$ cat config.mk
export PLATFORM = sky130hd
export DESIGN_NAME = serial_adder_top
export DESIGN_NICKNAME = d
export VERILOG_FILES = /design/src/design/adder_pkg.sv /design/src/design/display_pkg.sv /design/src/design/serial_bus_if.sv /design/src/design/serial_adder.sv /design/src/design/bit_history.sv /design/src/design/seven_segment_scan.sv /design/src/design/serial_adder_top.sv
export SDC_FILE = /design/constraint.sdc
export NUM_CORES = 1
export LEC_CHECK = 0
export BUFFER_PORTS_ARGS = -buffer_cell sky130_fd_sc_hd__buf_4
export CAP_MARGIN = 20
export CORE_MARGIN = 4
export CORE_UTILIZATION = 55
export CTS_BUF_LIST = sky130_fd_sc_hd__clkbuf_8
export DETAILED_ROUTE_END_ITERATION = 7
export PLACE_DENSITY_LB_ADDON = 0.15
export SKIP_CTS_REPAIR_TIMING = 1
export SYNTH_ARGS = -nofsm -noshare
export SYNTH_HDL_FRONTEND = slang
export SYNTH_SLANG_ARGS = --single-unit
$ cat constraint.sdc
create_clock -name clk -period 2.9 [get_ports clk]
set_input_delay 0.58 -clock clk [delete_from_list [all_inputs] [get_ports clk]]
set_output_delay 0.58 -clock clk [all_outputs]
set_load 0.01 [all_outputs]
$ cat src/design/adder_pkg.sv
// Serial adder datapath definitions

package adder_pkg;

    //--------------------------------------------------------------------------
    // Datapath sizes
    //--------------------------------------------------------------------------

    // Bits kept per lane, enough for one hex digit
    localparam int history_depth = 4;

    // LEDs on the lab board
    localparam int led_width = 8;

    //--------------------------------------------------------------------------
    // Adder state
    //--------------------------------------------------------------------------

    // The carry is the only state the serial adder keeps
    typedef enum logic {
        carry_clear = 1'b0,
        carry_set   = 1'b1
    } carry_state_t;

endpackage

$ cat src/design/display_pkg.sv
// Seven-segment display definitions

package display_pkg;

    //--------------------------------------------------------------------------
    // Scan geometry
    //--------------------------------------------------------------------------

    localparam int digit_count = 8;

    // Short dwell so the scan is visible in simulation
    localparam int scan_cycles = 4;

    localparam int pos_width  = $clog2(digit_count);
    localparam int scan_width = $clog2(scan_cycles);

    // Terminal counts for the position and dwell counters
    localparam logic [pos_width-1:0]  pos_last  = pos_width'(digit_count - 1);
    localparam logic [scan_width-1:0] scan_last = scan_width'(scan_cycles - 1);

    // Display positions that carry a history lane
    typedef enum logic [pos_width-1:0] {
        slot_a   = 0,
        slot_b   = 1,
        slot_sum = 2
    } digit_slot_t;

    //--------------------------------------------------------------------------
    // Segment encoding, bit 7 is segment a and bit 0 the dot
    //--------------------------------------------------------------------------

    function automatic logic [7:0] hex_to_segments(input logic [3:0] value);
        case (value)
            4'h0:    return 8'b1111_1100;
            4'h1:    return 8'b0110_0000;
            4'h2:    return 8'b1101_1010;
            4'h3:    return 8'b1111_0010;
            4'h4:    return 8'b0110_0110;
            4'h5:    return 8'b1011_0110;
            4'h6:    return 8'b1011_1110;
            4'h7:    return 8'b1110_0000;
            4'h8:    return 8'b1111_1110;
            4'h9:    return 8'b1111_0110;
            4'ha:    return 8'b1110_1110;
            4'hb:    return 8'b0011_1110;
            4'hc:    return 8'b1001_1100;
            4'hd:    return 8'b0111_1010;
            4'he:    return 8'b1001_1110;
            default: return 8'b1000_1110;
        endcase
    endfunction

endpackage

$ cat src/design/serial_bus_if.sv
// Serial step bus

`timescale 1ns/100ps

interface serial_bus_if;

    // One bit triple per step
    logic a;
    logic b;
    logic sum;

    // Single-cycle pulses, never high together
    logic valid;
    logic clear;

    modport producer (
        output a,
        output b,
        output sum,
        output valid,
        output clear
    );

    modport consumer (
        input a,
        input b,
        input sum,
        input valid,
        input clear
    );

endinterface

$ cat src/design/serial_adder.sv
// Bit-serial adder stage

`timescale 1ns/100ps

module serial_adder (
    input  logic            clk,
    input  logic            rst_n,
    input  logic            a,
    input  logic            b,
    input  logic            step,
    input  logic            clear,
    serial_bus_if.producer  bus
);

    adder_pkg::carry_state_t carry;

    logic carry_in;
    logic sum_bit;
    logic carry_out;

    logic a_q;
    logic b_q;
    logic sum_q;
    logic valid_q;
    logic clear_q;

    //--------------------------------------------------------------------------
    // Full adder on the current bit pair
    //--------------------------------------------------------------------------

    assign carry_in  = (carry == adder_pkg::carry_set);
    assign sum_bit   = a ^ b ^ carry_in;
    // Majority of the three inputs
    assign carry_out = (a & b) | (a & carry_in) | (b & carry_in);

    always_ff @(posedge clk) begin
        if (!rst_n) begin
            carry   <= adder_pkg::carry_clear;
            a_q     <= 1'b0;
            b_q     <= 1'b0;
            sum_q   <= 1'b0;
            valid_q <= 1'b0;
            clear_q <= 1'b0;
        end else begin
            valid_q <= step;
            clear_q <= clear;
            if (clear) begin
                carry <= adder_pkg::carry_clear;
            end else if (step) begin
                a_q   <= a;
                b_q   <= b;
                sum_q <= sum_bit;
                carry <= carry_out ? adder_pkg::carry_set : adder_pkg::carry_clear;
            end
        end
    end

    // Registered triple goes out with the pulse one cycle after step
    assign bus.a     = a_q;
    assign bus.b     = b_q;
    assign bus.sum   = sum_q;
    assign bus.valid = valid_q;
    assign bus.clear = clear_q;

endmodule

$ cat src/design/bit_history.sv
// Bit history shift registers

`timescale 1ns/100ps

module bit_history (
    input  logic                                  clk,
    input  logic                                  rst_n,
    serial_bus_if.consumer                        bus,
    output logic [adder_pkg::history_depth-1:0]   a_bits,
    output logic [adder_pkg::history_depth-1:0]   b_bits,
    output logic [adder_pkg::history_depth-1:0]   sum_bits
);

    localparam int lane_count = 3;

    // Lane 0 is a, lane 1 is b, lane 2 is sum
    logic [adder_pkg::history_depth-1:0] lanes [lane_count];
    logic [lane_count-1:0]               new_bits;

    assign new_bits = {bus.sum, bus.b, bus.a};

    //--------------------------------------------------------------------------
    // Shift right on valid, newest bit enters at the top
    //--------------------------------------------------------------------------

    always_ff @(posedge clk) begin
        if (!rst_n) begin
            for (int i = 0; i < lane_count; i++) begin
                lanes[i] <= '0;
            end
        end else if (bus.clear) begin
            // New word starts from an empty history
            for (int i = 0; i < lane_count; i++) begin
                lanes[i] <= '0;
            end
        end else if (bus.valid) begin
            for (int i = 0; i < lane_count; i++) begin
                lanes[i] <= {new_bits[i], lanes[i][adder_pkg::history_depth-1:1]};
            end
        end
    end

    // After four steps the earliest bit sits at bit 0
    assign a_bits   = lanes[0];
    assign b_bits   = lanes[1];
    assign sum_bits = lanes[2];

endmodule

$ cat src/design/seven_segment_scan.sv
// Multiplexed seven-segment scan

`timescale 1ns/100ps

module seven_segment_scan (
    input  logic                                  clk,
    input  logic                                  rst_n,
    input  logic [adder_pkg::history_depth-1:0]   a_bits,
    input  logic [adder_pkg::history_depth-1:0]   b_bits,
    input  logic [adder_pkg::history_depth-1:0]   sum_bits,
    output logic [7:0]                            abcdefgh,
    output logic [display_pkg::digit_count-1:0]   digit
);

    logic [display_pkg::scan_width-1:0]   scan_cnt;
    logic                                 scan_wrap;
    logic [display_pkg::pos_width-1:0]    pos;
    logic [display_pkg::pos_width-1:0]    pos_next;

    logic [adder_pkg::history_depth-1:0]  hex_value;
    logic                                 hex_shown;
    logic [7:0]                           segments_next;
    logic [display_pkg::digit_count-1:0]  digit_next;

    //--------------------------------------------------------------------------
    // Dwell and position counters
    //--------------------------------------------------------------------------

    always_comb begin
        scan_wrap = (scan_cnt == display_pkg::scan_last);
        pos_next  = pos;
        if (scan_wrap) begin
            pos_next = (pos == display_pkg::pos_last) ? '0 : pos + 1'b1;
        end
    end

    always_ff @(posedge clk) begin
        if (!rst_n) begin
            scan_cnt <= '0;
            pos      <= '0;
        end else begin
            scan_cnt <= scan_wrap ? '0 : scan_cnt + 1'b1;
            pos      <= pos_next;
        end
    end

    //--------------------------------------------------------------------------
    // Lane select and blanking
    //--------------------------------------------------------------------------

    always_comb begin
        hex_value = '0;
        hex_shown = 1'b1;
        case (display_pkg::digit_slot_t'(pos_next))
            display_pkg::slot_a:   hex_value = a_bits;
            display_pkg::slot_b:   hex_value = b_bits;
            display_pkg::slot_sum: hex_value = sum_bits;
            // Positions above the three lanes stay dark
            default:               hex_shown = 1'b0;
        endcase
    end

    assign segments_next = hex_shown ? display_pkg::hex_to_segments(hex_value) : '0;

    always_comb begin
        digit_next           = '0;
        digit_next[pos_next] = 1'b1;
    end

    //--------------------------------------------------------------------------
    // Output registers
    //--------------------------------------------------------------------------

    // Both driven from pos_next so segments and digit always match pos
    always_ff @(posedge clk) begin
        if (!rst_n) begin
            digit    <= {{(display_pkg::digit_count - 1){1'b0}}, 1'b1};
            abcdefgh <= display_pkg::hex_to_segments(4'h0);
        end else begin
            digit    <= digit_next;
            abcdefgh <= segments_next;
        end
    end

endmodule

$ cat src/design/serial_adder_top.sv
// Serial adder board top

`timescale 1ns/100ps

module serial_adder_top (
    input  logic                                clk,
    input  logic                                rst_n,

    // Keys and strobes
    input  logic [3:0]                          key,
    input  logic                                step,
    input  logic                                clear,

    // LEDs and the multiplexed display
    output logic [adder_pkg::led_width-1:0]     led,
    output logic [7:0]                          abcdefgh,
    output logic [display_pkg::digit_count-1:0] digit
);

    //--------------------------------------------------------------------------
    // Stage 1, serial adder
    //--------------------------------------------------------------------------

    serial_bus_if bus ();

    // key[0] is operand a, key[1] is operand b
    serial_adder i_adder (
        .clk   ( clk    ),
        .rst_n ( rst_n  ),
        .a     ( key[0] ),
        .b     ( key[1] ),
        .step  ( step   ),
        .clear ( clear  ),
        .bus   ( bus    )
    );

    // Latest triple on the low LEDs
    assign led = {{(adder_pkg::led_width - 3){1'b0}}, bus.sum, bus.b, bus.a};

    //--------------------------------------------------------------------------
    // Stage 2, histories
    //--------------------------------------------------------------------------

    logic [adder_pkg::history_depth-1:0] a_bits;
    logic [adder_pkg::history_depth-1:0] b_bits;
    logic [adder_pkg::history_depth-1:0] sum_bits;

    bit_history i_history (
        .clk      ( clk      ),
        .rst_n    ( rst_n    ),
        .bus      ( bus      ),
        .a_bits   ( a_bits   ),
        .b_bits   ( b_bits   ),
        .sum_bits ( sum_bits )
    );

    //--------------------------------------------------------------------------
    // Stage 3, display scan
    //--------------------------------------------------------------------------

    seven_segment_scan i_display (
        .clk      ( clk      ),
        .rst_n    ( rst_n    ),
        .a_bits   ( a_bits   ),
        .b_bits   ( b_bits   ),
        .sum_bits ( sum_bits ),
        .abcdefgh ( abcdefgh ),
        .digit    ( digit    )
    );

endmodule

# Word-level counts from Yosys, hierarchy flattened
# Memories as Yosys holds them, arrays and structs flattened.
# Cells that the tools add are included.
op_classes:
  n_reduce_logical: 7
  n_mux: 22
  magnitude_cmp: 2
  eq_ne: 4
  bitwise: 15
  n_addsub: 2
op_table:
  columns: ["operator", "n"]
  rows:
  - ["$mux W4", 6]
  - ["$pmux W4 S3", 1]
  - ["$mux W1", 11]
  - ["$mux W8", 1]
  - ["$or A1 B1 Y1", 8]
  - ["$mux W3", 2]
  - ["$lt A3 B4 Y1 const B", 1]
  - ["$reduce_and A2 Y1", 2]
  - ["$reduce_or A2 Y1", 2]
  - ["$add A3 B1 Y3 const B", 1]
  - ["$and A1 B1 Y1", 3]
  - ["$demux W1 S3", 1]
  - ["$eq A3 B1 Y1 const B", 1]
  - ["$eq A3 B2 Y1 const B", 1]
  - ["$eq A3 B3 Y1 const B", 1]
  - ["$ge A3 B1 Y1 const B", 1]
  - ["$logic_not A3 Y1", 1]
  - ["$reduce_or A3 Y1", 1]
  - ["$add A2 B1 Y2 const B", 1]
  - ["$eq A2 B2 Y1 const B", 1]
  - ["$not A1 Y1", 2]
  - ["$xor A1 B1 Y1", 2]
  - ["$logic_and A1 B1 Y1", 1]
word_totals:
  in_bits: 8
  output_inout_bits: 24
  mem_bits_rw: 12
  n_memories: 2
  wordCells: 65
  ff_bits: 27
  mem_bits_ro: 112
memory_table:
  columns: ["name", "words", "width", "read_ports", "rd_ports_with_merged_regs", "wr", "line_no", "rtl"]
  rows:
  - ["(name not given)", 16, 7, 1, 0, 0, "display_pkg.sv:33", "case (value)"]
  - ["i_history.lanes", 3, 4, 3, 0, 3, "bit_history.sv:17", "logic [adder_pkg::history_depth-1:0] lanes [lane_count];"]

# Depth between registers and ports, before layout
depth:
  word_depth: 7
  mapped_depth: 12
  mapped_depth_nobuf: 11

# Cells and area by module
# From an unflattened synthesis, not the netlist that was laid out.
hier_totals:
  cells_unflattened: 194
  hier_area_um2: 2034.5
modules_own_cells:
  columns: ["module", "seq_area_each_um2", "cells_each", "area_per_inst_um2", "instances"]
  rows:
  - ["seven_segment_scan", 400.4, 135, 1209.9, 1]
  - ["bit_history", 360.3, 28, 513.0, 1]
  - ["serial_adder", 120.1, 22, 247.7, 1]
  - ["serial_adder_top", 0.0, 9, 63.8, 1]

# Worst setup path after synthesis
# OpenSTA, ideal clock, no wires.
synth_timing:
  path_type: "register to register"
  startpoint: "reg i_display.pos[0] in the netlist's numbering"
  endpoint: "reg i_display.abcdefgh[6]"
  path_buffers: 0
  stages_incl_launch_ff: 10
  required_time_ns: 2.764
  setup_ns: 0.136
  t_arrival_ns: 2.382
  setup_slack_ns: 0.382
  cell_sequence: "dfxtp_1 > ha_1 > ha_1 > or3b_4 > a21oi_4 > o2bb2ai_2 > and2_1 > ha_1 > o41ai_1 > a31oi_1"
synth_via:
  elab_chain_cells: 7
synth_rtl:
  columns: ["item", "line_no", "rtl"]
  rows:
  - ["from (decl)", "seven_segment_scan.sv:17", "logic [display_pkg::pos_width-1:0] pos;"]
  - ["from (signal assigned)", "seven_segment_scan.sv:43", "pos <= pos_next;"]
  - ["$add A3 B1 Y3 / $eq A3 B3 Y1 (equally long branches)", "seven_segment_scan.sv:33", "pos_next = (pos == display_pkg::pos_last) ? '0 : pos + 1'b1;"]
  - ["$mux W3", "seven_segment_scan.sv:33", null]
  - ["$mux W3 (*)", "seven_segment_scan.sv:32", "if (scan_wrap) begin"]
  - ["$eq A3 B2 Y1 (tied with other cells)", "seven_segment_scan.sv:54", "case (display_pkg::digit_slot_t'(pos_next))"]
  - ["$pmux W4 S3 / $reduce_or A3 Y1 (equally long branches)", null, null]
  - ["$mem_v2 Z16 W7 / $mux W1 (equally long branches)", null, null]
  - ["$mux W8 (*)", "seven_segment_scan.sv:63", "assign segments_next = hex_shown ? display_pkg::hex_to_segments(hex_value) : '0;"]
  - ["to (signal assigned)", "seven_segment_scan.sv:78", "abcdefgh <= display_pkg::hex_to_segments(4'h0);"]
  - ["to (signal assigned)", "seven_segment_scan.sv:81", "abcdefgh <= segments_next;"]
  - ["to (decl)", "seven_segment_scan.sv:11", "output logic [7:0] abcdefgh,"]
# Mark *: on every way between the ends. The rest lies on a longest branch, timed or not.
# A chain may end at the register's enable or synchronous reset.

# Final worst setup path
layout_timing:
  startpoint: "reg i_display.pos[0] in the netlist's numbering"
  endpoint: "reg i_display.abcdefgh[1]"
layout_via:
  elab_chain_cells: 7
layout_rtl:
  columns: ["item", "line_no"]
  rows:
  - ["$add A3 B1 Y3 / $eq A3 B3 Y1 (equally long branches)", "seven_segment_scan.sv:33"]
  - ["$mux W3", "seven_segment_scan.sv:33"]
  - ["$mux W3 (*)", "seven_segment_scan.sv:32"]
  - ["parallel branches: the longest is 4 deep, another holds $mem_v2 Z16 W7", null]
# Every way passes the cells marked *.

==> summary.txt <==
Logic synthesis
  • Synth Warn #: 0
  • Top_reg_cell synth: dfxtp_1
  • Most numerous cell in the Yosys netlist: dfxtp_1
  • Distinct cells, synth: 54
  • Top post-synthesis cells by area: dfxtp_1, edfxtp_1, ha_1, and2_1, mux2i_1
  • EDFF count, synth: 12
  • Synth area leader: dfxtp_1
  • Share of Yosys cell area claimed by the top area cell type: 27.4%
  • Syn Area/Cell: 11.5 sq um
  • Mapped cell area: 1900 sq um
  • Asr flop ratio synth: 0%
  • Gate Count Post-Synth: 165
  • Seq/Total Area, Yosys: 46.3%
  • FF+latch count, synth: 38
  • Post-synth top cells: dfxtp_1, and2_1, edfxtp_1

Clock network
  • H-tree depth: 2
  • Clk_lat worst skew: 0.29 ns
  • CTS Sinks: 38
  • Root buffer cell: clkbuf_8
  • CTS tree: built
  • Max clock buf depth: 2
  • Num CTS Buffers: 5
  • Clock transition at path regs: 0.07 ns

GRT
  • Antenna violations before repair: 0
  • First-pass GRT wire length: 5490 um
  • Number of global-route vias before repair: 1193
  • Total GRT Usage: 16.3%
  • GRT overflow: 0
  • Largest net degree at the start of global routing: 16

Die
  • Die area: 4460 sq um
  • Core Area: 3340 sq um
  • Die Ht: 66.8 um
  • Core Rows: 21
  • IO Count: 32
  • Die Width: 66.8 um
  • Starting Density: 57.0%

Run
  • Max-cap violations: 0

Route
  • Final WL: 3300 um
  • M1 WL: 1460 um
  • WL per Instance: 13.9 um
  • Routed Antenna Nets: 0
  • Highest metal used: met4
  • Vias per cell: 5.46
  • Via count: 1293
  • DR WL met3: 171 um
  • Met2 WL: 1610 um
  • Initial DRC Count: 107
  • Drt pass-1 iters: 4
  • Drc violations: 0

Final layout
  • Non-Filler Instances: 237
  • Synthesis-to-finish area growth: 15.1%
  • Antenna diodes: 0
  • Fin util: 65.6%
  • Final instance area: 2190 sq um
  • Share of cells above drive strength 1: 29.3%
  • Layout Nets: 208

Timing
  • Setup TNS: 0 ns
  • Tcrit/Tclk final: 93.4%
  • Clock Skews: 0.00359 ns
  • Fin. Hold Viols: 0
  • Max Clock Freq: 369 MHz
  • Min Clock Period, post-route: 2.71 ns
  • Final setup viols: 0
  • Final hold slack: 0.435 ns
  • Final WS setup: 0.191 ns
  • Final-report max-slew violation count: 0
  • RSZ-0062 raised after global routing: false

Pwr
  • Leak: 0.965 nW
  • Maximum vdd ir drop: 0.338 mV
  • Total power: 1.16 mW
  • P per Cell Area: 529 nW/um^2

Outcome
  • Status: completed

Critical path
  • Type of the worst setup path: flip-flop to flip-flop
  • CP Max Fanout: 7
  • Worst Setup End Kind: flip-flop
  • Startpoint types: flip-flop
  • Data arrival time of the worst path: 2.93 ns
  • Critical path required time: 3.12 ns

Min path
  • Hold Crit Class: flip-flop to flip-flop

Placement
  • RD Place Congestion: 0.835
  • Placed cell count: 229
  • I/O Buffers: 23
  • DP Worst Slack: 0.147 ns
  • DP Area: 2080 sq um
  • Post-DP HPWL: 2450 um
routing by layer:
layer / up-vias / global-route usage [%]
li1: 641 / -
met1: 618 / 19.5
met2: 29 / 27.6
met3: 5 / 4.55
met4: 0 / 6.35
met5: - / 0
critical path, stage by stage, from the launching register on:
cell and delay [ns]:
dfxtp_1 0.35, ha_1 0.21, ha_1 0.19, or3b_4 0.45, a21oi_4 0.24, o2bb2ai_4 0.19, and2_2 0.24, inv_1 0.09
ha_1 0.23, mux2_1 0.29, a21oi_1 0.15
layout make-up:
type	instances	area, sq um
fillers	275	1150
multi-input cells	113	943
flip-flops and latches	38	881
repair buffers	27	203
clock buffers	5	68.8
well taps	46	57.6
inverters	5	18.8
clock inverters	3	16.3
cells in the final DEF, fill, tap and decap left out, drive strengths merged, types with 2 or more instances in the layout:
master / count
nor4: 4
ha: 9
buf: 27
inv: 5
nor3: 10
mux2: 5
clkinv: 2
o21ai: 4
o2bb2ai: 3
o22ai: 3
nor2: 5
nor2b: 2
o31ai: 2
o22a: 3
nand2: 7
mux2i: 10
a21oi: 3
and2: 15
nor3b: 3
edfxtp: 12
clkbuf: 5
dfxtp: 26
a211o: 2
conb: 6
logic make-up after synthesis:
kind of cell	synth area share, %
AND/OR/NAND/NOR	16.7
flip-flops	46.3
AO/OA/AOI/OAI	13.6
buffers and inverters	6.32
multiplexers	9.93
adder cells (fa/ha/maj)	6.97
other	0.197
registers in the layout, indices dropped and copies added (netlist names):
| signal | flops |
|---|---|
| i_history.lanes | 12 |
| i_display.digit | 8 |
| i_display.abcdefgh | 7 |
| i_display.pos | 3 |
| i_display.scan_cnt | 2 |
| i_adder.bus.a | 1 |
| i_adder.bus.b | 1 |
| i_adder.bus.clear | 1 |
| i_adder.bus.sum | 1 |
| i_adder.bus.valid | 1 |
| i_adder.carry | 1 |
power breakdown:
group	internal [mW]	switching (mW)
combinational	0.0988	0.119
sequential	0.582	0.0142
clock	0.164	0.180
total	0.845	0.313
worst paths after layout:
| kind | start | slack [ns] | cells past startpoint | end |
|---|---|---|---|---|
| setup / recovery | i_display.pos[0]$_SDFF_PN0_ | 0.19 | 10 | i_display.abcdefgh[1]$_SDFF_PN0_ |
| hold / removal | i_display.scan_cnt[0]$_SDFF_PP0_ | 0.43 | 1 | i_display.scan_cnt[0]$_SDFF_PP0_ |
| setup reg to reg | i_display.pos[0]$_SDFF_PN0_ | 0.19 | 10 | i_display.abcdefgh[1]$_SDFF_PN0_ |
| hold reg to reg | i_display.scan_cnt[0]$_SDFF_PP0_ | 0.43 | 1 | i_display.scan_cnt[0]$_SDFF_PP0_ |
Power figures use the tool's default switching activity.
